<file path="src/hw/pip_types.sv">
package pip_types;

  localparam int ROB_DEPTHLOG2 = 4;
  localparam int ROB_DEPTH     = 1 << ROB_DEPTHLOG2;

  // rv32i major opcodes handled by the decoder
  localparam logic [6:0] OPC_OP     = 7'b0110011;
  localparam logic [6:0] OPC_OP_IMM = 7'b0010011;
  localparam logic [6:0] OPC_LOAD   = 7'b0000011;
  localparam logic [6:0] OPC_STORE  = 7'b0100011;
  localparam logic [6:0] OPC_BRANCH = 7'b1100011;
  localparam logic [6:0] OPC_LUI    = 7'b0110111;
  localparam logic [6:0] OPC_JAL    = 7'b1101111;

  typedef logic [ROB_DEPTHLOG2-1:0] rob_tag_t;

  typedef enum logic [2:0] {
    op_alu,
    op_alu_imm,
    op_load,
    op_store,
    op_branch,
    op_lui,
    op_jal,
    op_illegal
  } op_class_t;

  typedef struct packed {
    logic [31:0] pc;
    op_class_t   op_class;
    logic [4:0]  dest_reg;
    logic        dest_reg_valid;
    logic [4:0]  src1_reg;
    logic        src1_valid;
    logic [4:0]  src2_reg;
    logic        src2_valid;
    logic [31:0] imm;       // sign-extended per format
  } dec_inst_t;

  typedef struct packed {
    rob_tag_t rob_tag;      // own reserved slot
    logic     src1_pending;
    rob_tag_t src1_tag;
    logic     src2_pending;
    rob_tag_t src2_tag;
  } fwd_info_t;

  // decoded record in the upper bits, forwarding info below
  typedef struct packed {
    dec_inst_t di;
    fwd_info_t fwd;
  } iq_entry_t;

endpackage
</file>
<file path="src/hw/dispatch_top.sv">
module dispatch_top #(
  parameter int IQ_DEPTH = 8
) (
  input  logic                 clk,
  input  logic                 reset,
  input  logic [31:0]          inst_word [4],
  input  logic [31:0]          inst_pc [4],
  input  logic                 inst_word_valid [4],
  output logic                 stall,
  input  logic                 retire,
  input  logic                 issue_ready,
  output logic                 issue_valid,
  output pip_types::iq_entry_t issue_entry
);
  import pip_types::*;

  logic [4:0] dest_reg [4];
  logic       dest_reg_valid [4];
  logic [4:0] src1_reg [4];
  logic       src1_valid [4];
  logic [4:0] src2_reg [4];
  logic       src2_valid [4];
  fwd_info_t  fwd_info [4];
  rob_tag_t   reserved_slots [4];
  rob_tag_t   head_tag;
  logic       rob_full;
  logic       reserve;
  logic [1:0] reserve_count;
  logic       ins_enable;
  logic [1:0] new_count;
  iq_entry_t  new_elements [4];
  logic       iq_full;

  dispatch_stage u_dispatch (
    .inst_word       (inst_word),
    .inst_pc         (inst_pc),
    .inst_word_valid (inst_word_valid),
    .stall           (stall),
    .dest_reg        (dest_reg),
    .dest_reg_valid  (dest_reg_valid),
    .src1_reg        (src1_reg),
    .src1_valid      (src1_valid),
    .src2_reg        (src2_reg),
    .src2_valid      (src2_valid),
    .fwd_info        (fwd_info),
    .reserve         (reserve),
    .reserve_count   (reserve_count),
    .rob_full        (rob_full),
    .ins_enable      (ins_enable),
    .new_count       (new_count),
    .new_elements    (new_elements),
    .iq_full         (iq_full)
  );

  fwd_table u_fwd (
    .clk            (clk),
    .reset          (reset),
    .dest_reg       (dest_reg),
    .dest_reg_valid (dest_reg_valid),
    .src1_reg       (src1_reg),
    .src1_valid     (src1_valid),
    .src2_reg       (src2_reg),
    .src2_valid     (src2_valid),
    .lane_valid     (inst_word_valid),
    .reserve        (reserve),
    .reserved_slots (reserved_slots),
    .retire         (retire),
    .head_tag       (head_tag),
    .fwd_info       (fwd_info)
  );

  rob_alloc u_rob (
    .clk            (clk),
    .reset          (reset),
    .lane_valid     (inst_word_valid),
    .reserve        (reserve),
    .reserve_count  (reserve_count),
    .retire         (retire),
    .reserved_slots (reserved_slots),
    .head_tag       (head_tag),
    .rob_full       (rob_full)
  );

  issue_queue #(
    .IQ_DEPTH (IQ_DEPTH)
  ) u_iq (
    .clk          (clk),
    .reset        (reset),
    .ins_enable   (ins_enable),
    .new_count    (new_count),
    .new_elements (new_elements),
    .iq_full      (iq_full),
    .issue_ready  (issue_ready),
    .issue_valid  (issue_valid),
    .issue_entry  (issue_entry)
  );

endmodule

</file>
<file path="src/hw/issue_queue.sv">
module issue_queue #(
  parameter int IQ_DEPTH = 8
) (
  input  logic                 clk,
  input  logic                 reset,
  input  logic                 ins_enable,
  input  logic [1:0]           new_count,
  input  pip_types::iq_entry_t new_elements [4],
  output logic                 iq_full,
  input  logic                 issue_ready,
  output logic                 issue_valid,
  output pip_types::iq_entry_t issue_entry
);
  import pip_types::*;

  localparam int PTR_W = $clog2(IQ_DEPTH);
  localparam int CNT_W = $clog2(IQ_DEPTH + 1);
  localparam logic [PTR_W:0]   DEPTH_P   = (PTR_W+1)'(IQ_DEPTH);
  localparam logic [CNT_W-1:0] FULL_MARK = CNT_W'(IQ_DEPTH - 4);

  iq_entry_t        mem [IQ_DEPTH];
  logic [PTR_W-1:0] head_q;
  logic [PTR_W-1:0] tail_q;
  logic [CNT_W-1:0] count_q;
  logic [2:0]       add_n;
  logic             pop;

  // depth need not be a power of two
  function automatic logic [PTR_W-1:0] wrap_add(logic [PTR_W-1:0] p, logic [2:0] k);
    logic [PTR_W:0] s;
    s = {1'b0, p} + (PTR_W+1)'(k);
    if (s >= DEPTH_P)
      s = s - DEPTH_P;
    return s[PTR_W-1:0];
  endfunction

  assign add_n       = ins_enable ? {1'b0, new_count} + 3'd1 : 3'd0;
  assign issue_valid = count_q != '0;
  assign issue_entry = mem[head_q];
  assign pop         = issue_valid & issue_ready;
  assign iq_full     = count_q > FULL_MARK;   // room for a whole group

  always_ff @(posedge clk) begin
    if (reset) begin
      head_q  <= '0;
      tail_q  <= '0;
      count_q <= '0;
    end else begin
      tail_q  <= wrap_add(tail_q, add_n);
      head_q  <= wrap_add(head_q, {2'b0, pop});
      count_q <= count_q + CNT_W'(add_n) - CNT_W'(pop);
    end
  end

  always_ff @(posedge clk) begin
    if (ins_enable) begin
      for (int k = 0; k < 4; k++)
        if (k <= int'(new_count))
          mem[wrap_add(tail_q, 3'(k))] <= new_elements[k];
    end
  end

endmodule

</file>
<file path="src/hw/dispatch_stage.sv">
module dispatch_stage (
  input  logic [31:0]           inst_word [4],
  input  logic [31:0]           inst_pc [4],
  input  logic                  inst_word_valid [4],
  output logic                  stall,
  output logic [4:0]            dest_reg [4],
  output logic                  dest_reg_valid [4],
  output logic [4:0]            src1_reg [4],
  output logic                  src1_valid [4],
  output logic [4:0]            src2_reg [4],
  output logic                  src2_valid [4],
  input  pip_types::fwd_info_t  fwd_info [4],
  output logic                  reserve,
  output logic [1:0]            reserve_count,
  input  logic                  rob_full,
  output logic                  ins_enable,
  output logic [1:0]            new_count,
  output pip_types::iq_entry_t  new_elements [4],
  input  logic                  iq_full
);
  import pip_types::*;

  dec_inst_t  dec_inst [4];
  logic [2:0] n_valid;
  logic       any_valid;
  logic [1:0] slot;

  for (genvar i = 0; i < 4; i++) begin : g_lane
    inst_decoder u_dec (
      .pc        (inst_pc[i]),
      .inst_word (inst_word[i]),
      .di        (dec_inst[i])
    );

    assign dest_reg[i]       = dec_inst[i].dest_reg;
    assign dest_reg_valid[i] = dec_inst[i].dest_reg_valid;
    assign src1_reg[i]       = dec_inst[i].src1_reg;
    assign src1_valid[i]     = dec_inst[i].src1_valid;
    assign src2_reg[i]       = dec_inst[i].src2_reg;
    assign src2_valid[i]     = dec_inst[i].src2_valid;
  end

  always_comb begin
    n_valid = 3'd0;
    for (int i = 0; i < 4; i++)
      n_valid = n_valid + {2'b0, inst_word_valid[i]};
  end

  assign any_valid     = n_valid != 3'd0;
  assign reserve_count = n_valid[1:0] - 2'd1;   // count minus one, 4 wraps to 3
  assign new_count     = reserve_count;

  assign stall      = rob_full | iq_full;
  assign reserve    = ~stall & any_valid;
  assign ins_enable = ~stall & any_valid;

  // pack valid lanes to the front, lane order kept
  always_comb begin
    slot = 2'd0;
    for (int k = 0; k < 4; k++)
      new_elements[k] = '0;
    for (int i = 0; i < 4; i++) begin
      if (inst_word_valid[i]) begin
        new_elements[slot] = '{di: dec_inst[i], fwd: fwd_info[i]};
        slot = slot + 2'd1;
      end
    end
  end

endmodule

</file>
<file path="src/hw/rob_alloc.sv">
module rob_alloc (
  input  logic                 clk,
  input  logic                 reset,
  input  logic                 lane_valid [4],
  input  logic                 reserve,
  input  logic [1:0]           reserve_count,
  input  logic                 retire,
  output pip_types::rob_tag_t  reserved_slots [4],
  output pip_types::rob_tag_t  head_tag,
  output logic                 rob_full
);
  import pip_types::*;

  localparam logic [ROB_DEPTHLOG2:0] FULL_MARK = (ROB_DEPTHLOG2+1)'(ROB_DEPTH - 4);

  rob_tag_t               head_q;
  rob_tag_t               tail_q;
  logic [ROB_DEPTHLOG2:0] count_q;
  logic [2:0]             add_n;
  logic                   retire_ok;
  logic [2:0]             prefix;

  // lane i gets tail plus number of valid lanes below it
  always_comb begin
    prefix = 3'd0;
    for (int i = 0; i < 4; i++) begin
      reserved_slots[i] = tail_q + rob_tag_t'(prefix);
      if (lane_valid[i])
        prefix = prefix + 3'd1;
    end
  end

  assign add_n     = reserve ? {1'b0, reserve_count} + 3'd1 : 3'd0;
  assign retire_ok = retire & (count_q != '0);   // empty rob ignores retire
  assign head_tag  = head_q;
  assign rob_full  = count_q > FULL_MARK;        // fewer than four free

  always_ff @(posedge clk) begin
    if (reset) begin
      head_q  <= '0;
      tail_q  <= '0;
      count_q <= '0;
    end else begin
      tail_q  <= tail_q + rob_tag_t'(add_n);
      head_q  <= head_q + rob_tag_t'(retire_ok);
      count_q <= count_q + (ROB_DEPTHLOG2+1)'(add_n)
                 - (ROB_DEPTHLOG2+1)'(retire_ok);
    end
  end

endmodule

</file>
<file path="src/hw/fwd_table.sv">
module fwd_table (
  input  logic                  clk,
  input  logic                  reset,
  input  logic [4:0]            dest_reg [4],
  input  logic                  dest_reg_valid [4],
  input  logic [4:0]            src1_reg [4],
  input  logic                  src1_valid [4],
  input  logic [4:0]            src2_reg [4],
  input  logic                  src2_valid [4],
  input  logic                  lane_valid [4],
  input  logic                  reserve,
  input  pip_types::rob_tag_t   reserved_slots [4],
  input  logic                  retire,
  input  pip_types::rob_tag_t   head_tag,
  output pip_types::fwd_info_t  fwd_info [4]
);
  import pip_types::*;

  logic [31:0] pend_q;
  rob_tag_t    tag_q [32];
  logic        lane_writes [4];

  always_comb begin
    for (int i = 0; i < 4; i++)
      lane_writes[i] = lane_valid[i] & dest_reg_valid[i] & (dest_reg[i] != 5'd0);
  end

  // table value first, then lower lanes in order so the nearest writer wins
  always_comb begin
    for (int i = 0; i < 4; i++) begin
      fwd_info[i].rob_tag      = reserved_slots[i];
      fwd_info[i].src1_pending = pend_q[src1_reg[i]];
      fwd_info[i].src1_tag     = tag_q[src1_reg[i]];
      fwd_info[i].src2_pending = pend_q[src2_reg[i]];
      fwd_info[i].src2_tag     = tag_q[src2_reg[i]];
      for (int j = 0; j < i; j++) begin
        if (lane_writes[j] && dest_reg[j] == src1_reg[i]) begin
          fwd_info[i].src1_pending = 1'b1;
          fwd_info[i].src1_tag     = reserved_slots[j];
        end
        if (lane_writes[j] && dest_reg[j] == src2_reg[i]) begin
          fwd_info[i].src2_pending = 1'b1;
          fwd_info[i].src2_tag     = reserved_slots[j];
        end
      end
      fwd_info[i].src1_pending &= src1_valid[i];  // unused source never waits
      fwd_info[i].src2_pending &= src2_valid[i];
      if (!fwd_info[i].src1_pending)
        fwd_info[i].src1_tag = '0;
      if (!fwd_info[i].src2_pending)
        fwd_info[i].src2_tag = '0;
    end
  end

  // retire clears first, dispatch marks override it
  always_ff @(posedge clk) begin
    if (reset) begin
      pend_q <= '0;
    end else begin
      if (retire) begin
        for (int r = 1; r < 32; r++)
          if (pend_q[r] && tag_q[r] == head_tag)
            pend_q[r] <= 1'b0;
      end
      if (reserve) begin
        for (int i = 0; i < 4; i++)
          if (lane_writes[i])
            pend_q[dest_reg[i]] <= 1'b1;
      end
    end
  end

  always_ff @(posedge clk) begin
    if (reserve) begin
      for (int i = 0; i < 4; i++)
        if (lane_writes[i])
          tag_q[dest_reg[i]] <= reserved_slots[i];  // later lane wins
    end
  end

endmodule

</file>
<file path="src/hw/inst_decoder.sv">
module inst_decoder (
  input  logic [31:0]          pc,
  input  logic [31:0]          inst_word,
  output pip_types::dec_inst_t di
);
  import pip_types::*;

  logic [6:0]  opcode;
  logic [31:0] imm_i;
  logic [31:0] imm_s;
  logic [31:0] imm_b;
  logic [31:0] imm_u;
  logic [31:0] imm_j;

  assign opcode = inst_word[6:0];

  assign imm_i = {{20{inst_word[31]}}, inst_word[31:20]};
  assign imm_s = {{20{inst_word[31]}}, inst_word[31:25], inst_word[11:7]};
  assign imm_b = {{19{inst_word[31]}}, inst_word[31], inst_word[7],
                  inst_word[30:25], inst_word[11:8], 1'b0};
  assign imm_u = {inst_word[31:12], 12'b0};
  assign imm_j = {{11{inst_word[31]}}, inst_word[31], inst_word[19:12],
                  inst_word[20], inst_word[30:21], 1'b0};

  always_comb begin
    di                = '0;
    di.pc             = pc;
    di.dest_reg       = inst_word[11:7];
    di.src1_reg       = inst_word[19:15];
    di.src2_reg       = inst_word[24:20];
    di.op_class       = op_illegal;
    case (opcode)
      OPC_OP: begin
        di.op_class       = op_alu;
        di.dest_reg_valid = 1'b1;
        di.src1_valid     = 1'b1;
        di.src2_valid     = 1'b1;
      end
      OPC_OP_IMM: begin
        di.op_class       = op_alu_imm;
        di.dest_reg_valid = 1'b1;
        di.src1_valid     = 1'b1;
        di.imm            = imm_i;
      end
      OPC_LOAD: begin
        di.op_class       = op_load;
        di.dest_reg_valid = 1'b1;
        di.src1_valid     = 1'b1;
        di.imm            = imm_i;
      end
      OPC_STORE: begin
        di.op_class       = op_store;
        di.src1_valid     = 1'b1;   // base
        di.src2_valid     = 1'b1;   // store data
        di.imm            = imm_s;
      end
      OPC_BRANCH: begin
        di.op_class       = op_branch;
        di.src1_valid     = 1'b1;
        di.src2_valid     = 1'b1;
        di.imm            = imm_b;
      end
      OPC_LUI: begin
        di.op_class       = op_lui;
        di.dest_reg_valid = 1'b1;
        di.imm            = imm_u;
      end
      OPC_JAL: begin
        di.op_class       = op_jal;
        di.dest_reg_valid = 1'b1;
        di.imm            = imm_j;
      end
      default: di.op_class = op_illegal;
    endcase
    if (inst_word[11:7] == 5'd0)
      di.dest_reg_valid = 1'b0;     // x0 writes are dropped
  end

endmodule

</file>
<file path="config.mk">
export PLATFORM = sky130hd
export DESIGN_NAME = dispatch_top
export DESIGN_NICKNAME = d
export VERILOG_FILES = /design/src/hw/pip_types.sv /design/src/hw/dispatch_top.sv /design/src/hw/issue_queue.sv /design/src/hw/dispatch_stage.sv /design/src/hw/rob_alloc.sv /design/src/hw/fwd_table.sv /design/src/hw/inst_decoder.sv
export SDC_FILE = /design/constraint.sdc
export NUM_CORES = 2
export LEC_CHECK = 0
export BUFFER_PORTS_ARGS = -buffer_cell sky130_fd_sc_hd__buf_4
export CAP_MARGIN = 20
export CORE_MARGIN = 10
export CORE_UTILIZATION = 50
export DETAILED_ROUTE_END_ITERATION = 10
export HOLD_SLACK_MARGIN = 0.1
export PLACE_DENSITY = 0.67
export SETUP_SLACK_MARGIN = 0.02
export SYNTH_ARGS = -nofsm -noshare
export SYNTH_HDL_FRONTEND = slang
export SYNTH_SLANG_ARGS = --single-unit
</file>
<file path="constraint.sdc">
create_clock -name clk -period 13.8 [get_ports clk]
set_clock_uncertainty 0.1 [all_clocks]
set_input_delay 2.76 -clock clk [delete_from_list [all_inputs] [get_ports clk]]
set_output_delay 2.76 -clock clk [all_outputs]
set_load 0.02 [all_outputs]
</file>
==> flow_metrics.env <==
export IMPL_grt_pass1_wl_mm=628
export IMPL_groute_usage_overall_pct=46.6
export IMPL_first_pass_iters=9
export IMPL_ios=365
export IMPL_synth_cells=9468
export IMPL_drive_above_1_share_pct=16.4
export IMPL_area_delta_synth_final_pct=9.51
export IMPL_switchingPower_uw=6670
export IMPL_ctsLongestPathBuffers=3
export IMPL_required_ns=14.14
export IMPL_gp_congestion=1.07
export IMPL_overflow=0
export IMPL_power_leakage_uw=0.0311
export IMPL_worstPathArrival_ns=9.12
export IMPL_drtIter0Drc=16600
export IMPL_root_buffer="clkbuf_16"
export IMPL_path_max_fanout=68
export IMPL_synth_edf_count=920
export IMPL_switching_share_pct=42.6
export IMPL_grt_pass1_vias=83000
export IMPL_cts_inserted_buffers=116
export IMPL_p_int_uw=9010
export IMPL_ctsResizeCount=0
export IMPL_setup_violations=0
export IMPL_synth_async_sr_flop_share_pct=0
export IMPL_violations="max-slew violations"
export IMPL_vdd_drop_max_v=0.000179
export IMPL_total_power_uw=15700
export IMPL_syn_area_per_cell_um2=8.87
export IMPL_max_slew_worst_pin_slew_ns=1.62
export IMPL_grt_setup_unrepaired="false"
export IMPL_core_area_um2=167000
export IMPL_hold_violations=0
export IMPL_drt_total_wl_mm=453
export IMPL_layout_common_cells="nor2_1 (1,390), edfxtp_1 (920), a21oi_1 (892), nand2_1 (687), buf_4 (567)"
export IMPL_clkTransAtPathRegs_ns=0.06
export IMPL_comb_power_share_pct=47.4
export IMPL_yosys_area_top_type="edfxtp_1"
export IMPL_ys_seq_elements=975
export IMPL_ant_nets=0
export IMPL_synthTopCellsByArea="edfxtp_1 (33%), mux4_2 (12%), nor2_1 (6.3%), a21oi_1 (5.3%), a211oi_1 (4.1%)"
export IMPL_critical_path_class="input port to flip-flop"
export IMPL_vias=89500
export IMPL_synth_area_um2=84000
export IMPL_hold_path_class="flip-flop to flip-flop"
export IMPL_fin_nets=9470
export IMPL_outcome="finished, violations left"
export IMPL_place_hpwl_mm=292
export IMPL_relSlewSlack_pct=-8.24
export IMPL_synth_top_area_share_pct=32.9
export IMPL_die_area_um2=185000
export IMPL_maxCapViolCount=0
export IMPL_grt_max_degree=118
export IMPL_die_x_um=430
export IMPL_tns_ns=0
export IMPL_initial_utilization_pct=50.3
export IMPL_port_buffers=364
export IMPL_routedWlPerCell_um=39.4
export IMPL_synth_warnings=0
export IMPL_cts_tree="yes"
export IMPL_htreeDepth=3
export IMPL_start_kind="input port"
export IMPL_p_per_area_nw_per_um2=170
export IMPL_end_kind="flip-flop"
export IMPL_pwr_share_seq_pct=31.4
export IMPL_num_rows=150
export IMPL_die_h_um=430
export IMPL_layout_commonest_cell="nor2_1"
export IMPL_fmax_mhz=114
export IMPL_cts_sinks=975
export IMPL_clkPwrFrac_pct=21.1
export IMPL_hold_buffers=0
export IMPL_yosys_cell_types_count=98
export IMPL_min_period_ns=8.78
export IMPL_drc_errors=0
export IMPL_drv_slew=2
export IMPL_ys_flop_type="edfxtp_1"
export IMPL_antenna_found_initial=41
export IMPL_period_share_pct=63.6
export IMPL_avgViaCountPerCell=7.79
export IMPL_yosysSeqAreaShare_pct=34.2
export IMPL_clk_latency_ns=0.84
export IMPL_reg2reg_setup_slack_ns=8.00
export IMPL_postCtsSetupRepairBufs=0
final timing paths:
| check | to | depth (start not counted) | from |
|---|---|---|---|
| worst min-delay path | u_rob.count_q[0] | 2 | u_rob.count_q[0] |
| worst max register to register | u_iq.mem[1][61] | 12 | u_iq.count_q[3] |
| worst min register to register | u_rob.count_q[0] | 2 | u_rob.count_q[0] |
| worst max-delay path | u_iq.mem[1][61] | 21 | inst_word_valid[3] |
critical path, cell delays in order:
cell	delay (ns)
buf_4	0.44
clkinv_1	0.18
ha_1	0.43
inv_1	0.13
fa_1	0.37
inv_1	0.07
ha_1	0.22
inv_1	0.14
ha_1	0.18
nand2b_1	0.09
o2111ai_2	0.09
buf_4	0.36
nor2_2	0.05
buf_4	0.24
nand2_2	0.10
buf_4	0.66
nand2_1	0.68
nor2_1	0.24
buf_4	0.25
nand2_4	0.58
buf_4	0.63
per-layer routing:
metal | wire length, um | vias to the layer above | share of wire, % | GRT usage (%)
li1 | - | 35800 | - | -
met1 | 153000 | 42600 | 34 | 57.6
met2 | 188000 | 8847 | 42 | 66.9
met3 | 70200 | 2255 | 16 | 16.3
met4 | 41200 | 24 | 9.1 | 34.7
met5 | 272 | - | 0.060 | 0
power by group through the flow:
| stage | sequential, uW | combinational [uW] | clock [uW] |
|---|---|---|---|
| floorplan | 4980 | 4440 | 0 |
| global placement | 4920 | 7050 | 0 |
| detailed placement | 4970 | 7140 | 0 |
| CTS | 4910 | 7160 | 3290 |
| global route | 4980 | 7700 | 3420 |
| finish | 4930 | 7440 | 3320 |
registers in the layout, indices dropped and copies added (netlist names):
name / flops
u_iq.tail_q: 3
u_fwd.pend_q: 32
u_fwd.tag_q: 128
u_iq.head_q: 3
u_rob.count_q: 5
u_rob.head_tag: 4
u_iq.mem: 792
u_rob.tail_q: 4
u_iq.count_q: 4
logic make-up after synthesis:
family          Yosys count  synth area share, %
compound gates         3072                 23.5
xor+xnor                257                 2.68
fa+ha+maj                46                0.748
buf+inv                1079                 5.03
flops                   975                 34.2
mux                     880                 17.5
other cells               1              0.00446
simple gates           3158                 16.3
cells in the mapped netlist, drive strengths merged (144+ instances only):
master and count:
mux2i 293, o211ai 175, nand3 177, nor2 1418, nor3 524, a22oi 218, a211oi 460, nand2 704
clkbuf 839, edfxtp 920, buf 175, a221oi 144, o22ai 231, a21oi 894, mux4 461, o21ai 571
area by class of cell:
type | count | area [um2]
fillers | 14900 | 75000
multi-input cells | 7417 | 51700
flip-flops and latches | 975 | 28700
repair buffers | 585 | 4520
clock buffers | 134 | 2970
well taps | 2204 | 2760
clock inverters | 87 | 1000
inverters | 65 | 244
diodes | 28 | 70.1
metrics by stage:
step           instances  utilization [%]  setup WS [ns]  instance area, um2  hold WS, ns
3_3_place_gp       11200             52.5           4.48               87700        0.517
4_1_cts            11400             54.9           5.32               91800        0.538
6_report           11500             55.1           5.02               92000        0.541
3_5_place_dp       11200             52.6           4.49               87800        0.526
2_1_floorplan       9471                -          0.897               84000        0.408
5_1_grt            11500             55.1           4.98               92000        0.591
(Power assumes the default switching activity.)
